==> src/source/rv_pkg.sv <==
package rv_pkg;

    typedef logic [31:0] word_t;
    typedef logic [4:0] reg_addr_t;

    // one enable per byte lane of a data word
    typedef logic [3:0] byte_en_t;

    // major opcodes in instruction bits 6 to 0
    typedef enum logic [6:0] {
        op_lui   = 7'b0110111,
        op_auipc = 7'b0010111,
        op_jal   = 7'b1101111,
        op_jalr  = 7'b1100111,
        op_br    = 7'b1100011,
        op_load  = 7'b0000011,
        op_store = 7'b0100011,
        op_imm   = 7'b0010011,
        op_reg   = 7'b0110011
    } opcode_t;

    typedef enum logic [2:0] {
        alu_add = 3'b000,
        alu_sll = 3'b001,
        alu_sra = 3'b010,
        alu_sub = 3'b011,
        alu_xor = 3'b100,
        alu_srl = 3'b101,
        alu_or  = 3'b110,
        alu_and = 3'b111
    } alu_op_t;

    // same codes as the branch funct3
    typedef enum logic [2:0] {
        cmp_eq  = 3'b000,
        cmp_ne  = 3'b001,
        cmp_lt  = 3'b100,
        cmp_ge  = 3'b101,
        cmp_ltu = 3'b110,
        cmp_geu = 3'b111
    } cmp_op_t;

    // load and store widths as funct3 encodes them
    typedef enum logic [2:0] {
        mem_b  = 3'b000,
        mem_h  = 3'b001,
        mem_w  = 3'b010,
        mem_bu = 3'b100,
        mem_hu = 3'b101
    } mem_size_t;

    typedef enum logic [2:0] {
        wb_alu,
        wb_cmp,
        wb_imm,
        wb_load,
        wb_link
    } wb_sel_t;

    typedef enum logic {
        a_rs1,
        a_pc
    } a_sel_t;

    typedef enum logic {
        b_imm,
        b_rs2
    } b_sel_t;

endpackage

==> src/source/register_file.sv <==
module register_file import rv_pkg::*; (
    input  logic      clk,
    input  logic      rst,
    input  reg_addr_t src_a,
    input  reg_addr_t src_b,
    output word_t     rd_data_a,
    output word_t     rd_data_b,
    input  logic      write,
    input  reg_addr_t dest,
    input  word_t     wr_data
);

    // x0 has no storage
    word_t regs [1:31];

    always_ff @(posedge clk or posedge rst) begin
        if (rst) begin
            for (int i = 1; i < 32; i++) begin
                regs[i] <= '0;
            end
        end else if (write && dest != '0) begin
            regs[dest] <= wr_data;
        end
    end

    // same-cycle write is seen by the reader
    assign rd_data_a = (src_a == '0) ? '0 :
                       (write && dest == src_a) ? wr_data : regs[src_a];
    assign rd_data_b = (src_b == '0) ? '0 :
                       (write && dest == src_b) ? wr_data : regs[src_b];

endmodule

==> src/source/decode_stage.sv <==
module decode_stage import rv_pkg::*; #(
    parameter word_t reset_pc = '0
) (
    input  logic      clk,
    input  logic      rst,
    output word_t     imem_address,
    input  word_t     imem_rdata,
    input  logic      redirect,
    input  word_t     redirect_pc,
    input  logic      rf_write,
    input  reg_addr_t rf_addr,
    input  word_t     rf_data,
    output logic      ex_valid,
    output word_t     ex_pc,
    output opcode_t   ex_opcode,
    output reg_addr_t ex_rs1,
    output reg_addr_t ex_rs2,
    output reg_addr_t ex_rd,
    output word_t     ex_rs1_data,
    output word_t     ex_rs2_data,
    output word_t     ex_imm,
    output alu_op_t   ex_alu_op,
    output cmp_op_t   ex_cmp_op,
    output mem_size_t ex_mem_size,
    output a_sel_t    ex_a_sel,
    output b_sel_t    ex_b_sel,
    output wb_sel_t   ex_wb_sel,
    output logic      ex_reg_write
);

    word_t      pc;
    logic       if_valid;
    word_t      if_instr;
    word_t      if_pc;

    opcode_t    opcode;
    logic [2:0] funct3;
    logic       alt;
    reg_addr_t  rs1;
    reg_addr_t  rs2;
    reg_addr_t  rd;
    word_t      imm;
    word_t      rs1_data;
    word_t      rs2_data;

    logic       legal;
    alu_op_t    alu_op;
    cmp_op_t    cmp_op;
    mem_size_t  mem_size;
    a_sel_t     a_sel;
    b_sel_t     b_sel;
    wb_sel_t    wb_sel;
    logic       reg_write;

    assign imem_address = pc;

    // not-taken fetch, execute overrides on a redirect
    always_ff @(posedge clk or posedge rst) begin
        if (rst) begin
            pc <= reset_pc;
        end else if (redirect) begin
            pc <= redirect_pc;
        end else begin
            pc <= pc + 32'd4;
        end
    end

    // word arriving during a redirect is on the wrong path
    always_ff @(posedge clk or posedge rst) begin
        if (rst) begin
            if_valid <= 1'b0;
        end else begin
            if_valid <= !redirect;
        end
    end

    always_ff @(posedge clk) begin
        if_instr <= imem_rdata;
        if_pc    <= pc;
    end

    assign opcode = opcode_t'(if_instr[6:0]);
    assign funct3 = if_instr[14:12];
    // sub and sra select
    assign alt    = if_instr[30];
    assign rs1    = if_instr[19:15];
    assign rs2    = if_instr[24:20];
    assign rd     = if_instr[11:7];

    // one immediate per format
    always_comb begin
        case (opcode)
            op_lui, op_auipc: imm = {if_instr[31:12], 12'h000};
            op_jal: imm = {{12{if_instr[31]}}, if_instr[19:12], if_instr[20],
                           if_instr[30:21], 1'b0};
            op_br: imm = {{20{if_instr[31]}}, if_instr[7], if_instr[30:25],
                          if_instr[11:8], 1'b0};
            op_store: imm = {{21{if_instr[31]}}, if_instr[30:25], if_instr[11:7]};
            default: imm = {{21{if_instr[31]}}, if_instr[30:20]};
        endcase
    end

    always_comb begin
        case (funct3)
            3'b000: mem_size = mem_b;
            3'b001: mem_size = mem_h;
            3'b100: mem_size = mem_bu;
            3'b101: mem_size = mem_hu;
            default: mem_size = mem_w;
        endcase
    end

    always_comb begin
        legal     = 1'b1;
        alu_op    = alu_add;
        cmp_op    = cmp_lt;
        a_sel     = a_rs1;
        b_sel     = b_imm;
        wb_sel    = wb_alu;
        reg_write = 1'b1;
        case (opcode)
            op_lui: wb_sel = wb_imm;
            op_auipc: a_sel = a_pc;
            op_jal: begin
                a_sel  = a_pc;
                wb_sel = wb_link;
            end
            op_jalr: wb_sel = wb_link;
            op_br: begin
                // alu forms the target, comparator takes rs2
                a_sel     = a_pc;
                reg_write = 1'b0;
                case (funct3)
                    3'b000: cmp_op = cmp_eq;
                    3'b001: cmp_op = cmp_ne;
                    3'b100: cmp_op = cmp_lt;
                    3'b101: cmp_op = cmp_ge;
                    3'b110: cmp_op = cmp_ltu;
                    default: cmp_op = cmp_geu;
                endcase
            end
            op_load: wb_sel = wb_load;
            op_store: reg_write = 1'b0;
            op_imm, op_reg: begin
                if (opcode == op_reg) begin
                    b_sel = b_rs2;
                end
                case (funct3)
                    3'b000: alu_op = (opcode == op_reg && alt) ? alu_sub : alu_add;
                    3'b001: alu_op = alu_sll;
                    3'b010: begin
                        cmp_op = cmp_lt;
                        wb_sel = wb_cmp;
                    end
                    3'b011: begin
                        cmp_op = cmp_ltu;
                        wb_sel = wb_cmp;
                    end
                    3'b100: alu_op = alu_xor;
                    3'b101: alu_op = alt ? alu_sra : alu_srl;
                    3'b110: alu_op = alu_or;
                    default: alu_op = alu_and;
                endcase
            end
            default: begin
                legal     = 1'b0;
                reg_write = 1'b0;
            end
        endcase
    end

    register_file regs0 (
        .clk       (clk),
        .rst       (rst),
        .src_a     (rs1),
        .src_b     (rs2),
        .rd_data_a (rs1_data),
        .rd_data_b (rs2_data),
        .write     (rf_write),
        .dest      (rf_addr),
        .wr_data   (rf_data)
    );

    // the decoded instruction is dropped by a redirect
    always_ff @(posedge clk or posedge rst) begin
        if (rst) begin
            ex_valid <= 1'b0;
        end else begin
            ex_valid <= if_valid && legal && !redirect;
        end
    end

    always_ff @(posedge clk) begin
        ex_pc        <= if_pc;
        ex_opcode    <= opcode;
        ex_rs1       <= rs1;
        ex_rs2       <= rs2;
        ex_rd        <= rd;
        ex_rs1_data  <= rs1_data;
        ex_rs2_data  <= rs2_data;
        ex_imm       <= imm;
        ex_alu_op    <= alu_op;
        ex_cmp_op    <= cmp_op;
        ex_mem_size  <= mem_size;
        ex_a_sel     <= a_sel;
        ex_b_sel     <= b_sel;
        ex_wb_sel    <= wb_sel;
        ex_reg_write <= reg_write;
    end

endmodule

==> src/source/execute_stage.sv <==
module execute_stage import rv_pkg::*; (
    input  logic       clk,
    input  logic       rst,
    input  logic       ex_valid,
    input  word_t      ex_pc,
    input  opcode_t    ex_opcode,
    input  reg_addr_t  ex_rs1,
    input  reg_addr_t  ex_rs2,
    input  reg_addr_t  ex_rd,
    input  word_t      ex_rs1_data,
    input  word_t      ex_rs2_data,
    input  word_t      ex_imm,
    input  alu_op_t    ex_alu_op,
    input  cmp_op_t    ex_cmp_op,
    input  mem_size_t  ex_mem_size,
    input  a_sel_t     ex_a_sel,
    input  b_sel_t     ex_b_sel,
    input  wb_sel_t    ex_wb_sel,
    input  logic       ex_reg_write,
    input  word_t      rf_data,
    output logic       redirect,
    output word_t      redirect_pc,
    output logic       dmem_read,
    output logic       dmem_write,
    output word_t      dmem_address,
    output word_t      dmem_wdata,
    output byte_en_t   dmem_byte_enable,
    input  word_t      dmem_rdata,
    output logic       wb_valid,
    output reg_addr_t  wb_rd,
    output logic       wb_reg_write,
    output wb_sel_t    wb_wb_sel,
    output mem_size_t  wb_mem_size,
    output word_t      wb_alu,
    output logic       wb_cmp,
    output word_t      wb_imm,
    output word_t      wb_link,
    output word_t      wb_load_data,
    output logic [1:0] wb_byte_offset
);

    word_t      rs1_fwd;
    word_t      rs2_fwd;
    word_t      alu_a;
    word_t      alu_b;
    word_t      cmp_b;
    word_t      alu_out;
    logic       cmp_true;
    logic [1:0] offset;

    // result stage holds the only producer newer than the register file
    function automatic word_t forward(reg_addr_t src, word_t data);
        if (wb_valid && wb_reg_write && src != '0 && wb_rd == src) begin
            return rf_data;
        end
        return data;
    endfunction

    always_comb begin
        rs1_fwd = forward(ex_rs1, ex_rs1_data);
        rs2_fwd = forward(ex_rs2, ex_rs2_data);
    end

    assign alu_a = (ex_a_sel == a_pc) ? ex_pc : rs1_fwd;
    assign alu_b = (ex_b_sel == b_imm) ? ex_imm : rs2_fwd;
    // branches use the alu for the target
    assign cmp_b = (ex_opcode == op_br) ? rs2_fwd : alu_b;

    always_comb begin
        case (ex_alu_op)
            alu_add: alu_out = alu_a + alu_b;
            alu_sll: alu_out = alu_a << alu_b[4:0];
            alu_sra: alu_out = word_t'($signed(alu_a) >>> alu_b[4:0]);
            alu_sub: alu_out = alu_a - alu_b;
            alu_xor: alu_out = alu_a ^ alu_b;
            alu_srl: alu_out = alu_a >> alu_b[4:0];
            alu_or: alu_out = alu_a | alu_b;
            default: alu_out = alu_a & alu_b;
        endcase
    end

    always_comb begin
        case (ex_cmp_op)
            cmp_eq: cmp_true = rs1_fwd == cmp_b;
            cmp_ne: cmp_true = rs1_fwd != cmp_b;
            cmp_lt: cmp_true = $signed(rs1_fwd) < $signed(cmp_b);
            cmp_ge: cmp_true = $signed(rs1_fwd) >= $signed(cmp_b);
            cmp_ltu: cmp_true = rs1_fwd < cmp_b;
            default: cmp_true = rs1_fwd >= cmp_b;
        endcase
    end

    // jumps always redirect, branches only when taken
    assign redirect = ex_valid && (ex_opcode == op_jal || ex_opcode == op_jalr ||
                                   (ex_opcode == op_br && cmp_true));
    assign redirect_pc = (ex_opcode == op_jalr) ? {alu_out[31:1], 1'b0} : alu_out;

    assign offset       = alu_out[1:0];
    assign dmem_read    = ex_valid && ex_opcode == op_load;
    assign dmem_write   = ex_valid && ex_opcode == op_store;
    assign dmem_address = {alu_out[31:2], 2'b00};
    // store data moved to its byte lane
    assign dmem_wdata   = rs2_fwd << {offset, 3'b000};

    always_comb begin
        if (dmem_write) begin
            case (ex_mem_size)
                mem_b: dmem_byte_enable = 4'b0001 << offset;
                mem_h: dmem_byte_enable = 4'b0011 << offset;
                default: dmem_byte_enable = 4'b1111;
            endcase
        end else begin
            dmem_byte_enable = '0;
        end
    end

    always_ff @(posedge clk or posedge rst) begin
        if (rst) begin
            wb_valid <= 1'b0;
        end else begin
            wb_valid <= ex_valid;
        end
    end

    always_ff @(posedge clk) begin
        wb_rd          <= ex_rd;
        wb_reg_write   <= ex_reg_write;
        wb_wb_sel      <= ex_wb_sel;
        wb_mem_size    <= ex_mem_size;
        wb_alu         <= alu_out;
        wb_cmp         <= cmp_true;
        wb_imm         <= ex_imm;
        wb_link        <= ex_pc + 32'd4;
        wb_load_data   <= dmem_rdata;
        wb_byte_offset <= offset;
    end

endmodule

==> src/source/result_stage.sv <==
module result_stage import rv_pkg::*; (
    input  logic       wb_valid,
    input  reg_addr_t  wb_rd,
    input  logic       wb_reg_write,
    input  wb_sel_t    wb_wb_sel,
    input  mem_size_t  wb_mem_size,
    input  word_t      wb_alu,
    input  logic       wb_cmp,
    input  word_t      wb_imm,
    input  word_t      wb_link,
    input  word_t      wb_load_data,
    input  logic [1:0] wb_byte_offset,
    output logic       rf_write,
    output reg_addr_t  rf_addr,
    output word_t      rf_data
);

    word_t lane;
    word_t load_value;

    // addressed byte or halfword moved down to bit 0
    assign lane = wb_load_data >> {wb_byte_offset, 3'b000};

    always_comb begin
        case (wb_mem_size)
            mem_b: load_value = {{24{lane[7]}}, lane[7:0]};
            mem_bu: load_value = {24'h000000, lane[7:0]};
            mem_h: load_value = {{16{lane[15]}}, lane[15:0]};
            mem_hu: load_value = {16'h0000, lane[15:0]};
            default: load_value = wb_load_data;
        endcase
    end

    // literals are scoped since the ports share their names
    always_comb begin
        case (wb_wb_sel)
            rv_pkg::wb_cmp: rf_data = {31'b0, wb_cmp};
            rv_pkg::wb_imm: rf_data = wb_imm;
            rv_pkg::wb_load: rf_data = load_value;
            rv_pkg::wb_link: rf_data = wb_link;
            default: rf_data = wb_alu;
        endcase
    end

    assign rf_write = wb_valid && wb_reg_write && wb_rd != '0;
    assign rf_addr  = wb_rd;

endmodule

==> src/source/rv_core.sv <==
module rv_core import rv_pkg::*; #(
    parameter word_t reset_pc = '0
) (
    input  logic     clk,
    input  logic     rst,
    output word_t    imem_address,
    input  word_t    imem_rdata,
    output logic     dmem_read,
    output logic     dmem_write,
    output word_t    dmem_address,
    output word_t    dmem_wdata,
    output byte_en_t dmem_byte_enable,
    input  word_t    dmem_rdata
);

    // decode to execute
    logic      ex_valid;
    word_t     ex_pc;
    opcode_t   ex_opcode;
    reg_addr_t ex_rs1;
    reg_addr_t ex_rs2;
    reg_addr_t ex_rd;
    word_t     ex_rs1_data;
    word_t     ex_rs2_data;
    word_t     ex_imm;
    alu_op_t   ex_alu_op;
    cmp_op_t   ex_cmp_op;
    mem_size_t ex_mem_size;
    a_sel_t    ex_a_sel;
    b_sel_t    ex_b_sel;
    wb_sel_t   ex_wb_sel;
    logic      ex_reg_write;

    // execute back to fetch
    logic  redirect;
    word_t redirect_pc;

    // execute to result
    logic      wb_valid;
    reg_addr_t wb_rd;
    logic      wb_reg_write;
    wb_sel_t   wb_wb_sel;
    mem_size_t wb_mem_size;
    word_t     wb_alu;
    logic      wb_cmp;
    word_t     wb_imm;
    word_t     wb_link;
    word_t     wb_load_data;
    logic [1:0] wb_byte_offset;

    // register write, also the forwarding source
    logic      rf_write;
    reg_addr_t rf_addr;
    word_t     rf_data;

    decode_stage #(.reset_pc(reset_pc)) decode0 (.*);

    execute_stage execute0 (.*);

    result_stage result0 (.*);

endmodule

==> config.mk <==
export PLATFORM = sky130hd
export DESIGN_NAME = rv_core
export DESIGN_NICKNAME = d
export VERILOG_FILES = /design/src/source/rv_pkg.sv /design/src/source/register_file.sv /design/src/source/decode_stage.sv /design/src/source/execute_stage.sv /design/src/source/result_stage.sv /design/src/source/rv_core.sv
export SDC_FILE = /design/constraint.sdc
export NUM_CORES = 2
export LEC_CHECK = 0
export CAP_MARGIN = 10
export CORE_ASPECT_RATIO = 1.75
export CORE_MARGIN = 5
export CORE_UTILIZATION = 40
export CTS_CLUSTER_DIAMETER = 60
export DETAILED_ROUTE_END_ITERATION = 10
export DONT_BUFFER_PORTS = 1
export GPL_TIMING_DRIVEN = 0
export HOLD_SLACK_MARGIN = 0.1
export PLACE_DENSITY = 0.6
export SLEW_MARGIN = 0
export SYNTH_ARGS = -nofsm -noshare
export SYNTH_HDL_FRONTEND = slang
export SYNTH_SLANG_ARGS = --single-unit
export TNS_END_PERCENT = 10
==> constraint.sdc <==
create_clock -name clk -period 51.6 [get_ports clk]
set_input_delay 2.58 -clock clk [delete_from_list [all_inputs] [get_ports clk]]
set_output_delay 2.58 -clock clk [all_outputs]
set_load 0.01 [all_outputs]
==> flow_summary.ini <==
[status]
status = finished with violations
violations = max-capacitance violations, max-slew violations

[floorplan]
dieArea_um2 = 198000
core_um2 = 188000
ios = 168
placementRows = 211
die_w_um = 338
dieHeight_um = 584
start_util_pct = 40.1

[placement]
place_ws_ns = 37.08
finalWeightedCongestion = 1.09
dp_hpwl_mm = 361
port_buffers = 0

[routing]
wl_per_cell_um = 43.5
wirelength_mm = 441
vias = 65810
drtIter0Drc = 6407
via_per_inst = 6.49
dr.pass1.iters = 8
drcViolationCount = 0
ant_nets = 0

[cts]
cts_buffers = 154
clock_latency_ns = 0.88
root_buffer = clkbuf_16
cts_resized = 0
cts_buffer_depth = 4
cts_sinks = 1397
cts_tree = yes
postCtsSetupRepairBufs = 0
clk_pin_slew_ns = 0.06
cts_max_level = 4
cts_hold_buf = 0

[logic_synthesis]
synth_edf_count = 0
synth_area_leaders = dfrtp_1 (34%), mux4_2 (17%), dfxtp_1 (9.8%)
yosys.area.top_type = dfrtp_1
synth_cells = 7262
synthXorXnorAreaFrac_pct = 1.56
ys_types = 92
ys_ff_latch = 1397
seq_area_frac_synth_pct = 43.9
synthMuxAreaShare_pct = 22.7
synth_top_cell_area_share_pct = 34.1
synth_flop_cell = dfrtp_1
synth-async-reset-ratio_pct = 73.5
yosys_warnings = 0
synth_top_family_by_area = multiplexers
synth_simple_gate_area_share_pct = 10.9
syn_area_per_cell_um2 = 10.4
netlist_area_um2 = 75400
yosys.area_share.adder_pct = 2.18
synth_compound_area_share_pct = 14.6

[power_and_ir_drop]
ir_drop_mv = 0.0295
p_leak_nw = 36.0
powerDensity_nw_per_um2 = 30.7

[worst_setup_path]
crit_path_start_kind = flip-flop
critical_path.max_stage_delay_ns = 1.04
path_delay_family = buffers and inverters
worst-path-buf-inv = 11
r2r-end = execute0.wb_alu[30]
crit_path_end_kind = primary output
path_class = reg -> out
cp_data_required_time_ns = 49.02
slowest_stage = buf_1
r2r_slack_ns = 39.70
arrival_ns = 12.84
critical_path.most_common_cell = o21ai_0
reg2reg_depth = 28
r2r_start = execute0.wb_wb_sel[1]
crit_cells = 29
cp_max_fo = 10

[hold_path]
hold_depth = 0
hold_path_end = decode0.ex_pc[26]
hp-class = reg -> reg
hold_start = decode0.if_pc[26]

[global_routing]
grt_first_pass_wirelength_mm = 589
grt_pass1_vias = 67158
grtUsageTotal_pct = 44.2
grt_start_max_net_pins = 136
gr-total-overflow = 0
antenna_found_initial = 51

[timing]
worst_slack_ns = 36.18
finalCritPeriodShare_pct = 29.9
max_freq_mhz = 64.9
worstMarginPinSlew_ns = 2.00
min_period_ns = 15.42
setup_viol = 0
rsz0062_at_grt = false
finalSetupTns_ns = 0
slew_violations = 5
fin_skew_ns = 0.0591
maxSlewHeadroom_pct = -33.3
hold_viol_final = 0

[finish]
nets = 7725
area_growth_pct = 13.4
drive_gt1_share_pct = 16.7
final_common_cell = nand2_1
layout_common_cells = nand2_1 (1,345), o21ai_0 (1,219), dfrtp_1 (1,027)

[run]
maxCapViolCount = 1
## how the worst max path moves through the flow
stage	to	from	slack [ns]
2_1_floorplan	decode0.ex_valid	rst	20.12
3_3_place_gp	decode0.regs0.regs[918]	rst	9.51
3_5_place_dp	dmem_address[30]	execute0.wb_wb_sel[1]	37.08
4_1_cts	dmem_address[30]	execute0.wb_wb_sel[1]	36.18
5_1_grt	dmem_address[30]	execute0.wb_wb_sel[1]	36.41
6_report	dmem_address[30]	execute0.wb_wb_sel[1]	36.18
## per-stage QoR
stage	instance area, µm²	power (mW)	std cells	hold slack, ns	utilization (%)
after floorplan	75400	1.32	7263	0.310	-
after global placement	78500	1.46	9712	0.314	41.7
after detailed placement	79800	1.47	9793	0.312	42.4
after CTS	85000	2.61	10061	0.325	45.1
after global routing	85400	2.68	10106	0.331	45.4
final	85500	2.62	10138	0.324	45.4
## state kept, by name (all words and copies together) (netlist names), 5 cells and up
name and flops:
execute0.wb_link 32, decode0.ex_rs2_data 32, decode0.imem_address 32, decode0.ex_imm 32
decode0.if_instr 32, decode0.ex_opcode 7, execute0.wb_alu 32, decode0.ex_rs1 5
execute0.wb_rd 5, decode0.if_pc 32, execute0.wb_imm 32, execute0.wb_load_data 32
decode0.ex_rs2 5, decode0.ex_pc 32, decode0.regs0.regs 992, decode0.ex_rs1_data 32
decode0.ex_rd 5
## power breakdown
part | switching (mW) | leakage, nW | internal, mW | total, mW
logic | 0.218 | 16.1 | 0.0834 | 0.301
registers | 0.0405 | 17.4 | 1.12 | 1.16
clock network | 0.502 | 2.52 | 0.661 | 1.16
total | 0.761 | 36.0 | 1.86 | 2.62
## final cells by class
cell class              instances  area (µm²)
fillers                     17886      103000
multi-input cells            5072       39300
diodes                         49         123
clock buffers                 209        4460
flip-flops and latches       1397       33100
plain buffers                 673        2780
well taps                    2449        3060
repair buffers                109        1550
clock inverters                59         684
inverters                     121         462
## synth_stat cells (all sizes together) (13+ instances only)
cell,number
mux2i,242
and3,37
o31ai,14
clkbuf,513
xor2,43
nor2b,37
and2,26
nor3,54
dfrtp,1027
nor2,253
nand2b,39
buf,160
a22o,76
o22a,17
dfxtp,370
o22ai,24
nand3,71
mux2,141
xnor2,91
nand4,33
o211ai,13
o221ai,33
o21a,24
o21ai,1232
a31oi,21
a2bb2oi,14
nand2,1345
ha,130
a22oi,26
inv,117
a221oi,19
mux4,581
a21oi,173
a211oi,35
a21o,45
## layer usage
layer / global-route usage, % / vias up / part of all wire, %
met1: 38.2 / 32834 / 28
met4: 59.0 / 8 / 17
li1: - / 26887 / -
met3: 10.1 / 2071 / 6.4
met2: 74.2 / 4010 / 49
met5: 0.145 / - / 0.013
## logic make-up (layout without fill, tap and decap cells)
kind of cell,after synthesis,in the layout
simple gates,1959,1959
compound gates,1882,1882
flops,1397,1397
mux,964,964
buf+inv,794,1171
xor+xnor,134,134
fa+ha+maj,131,131
other cells,1,51
No activity file was read; power rests on OpenSTA's default activity.
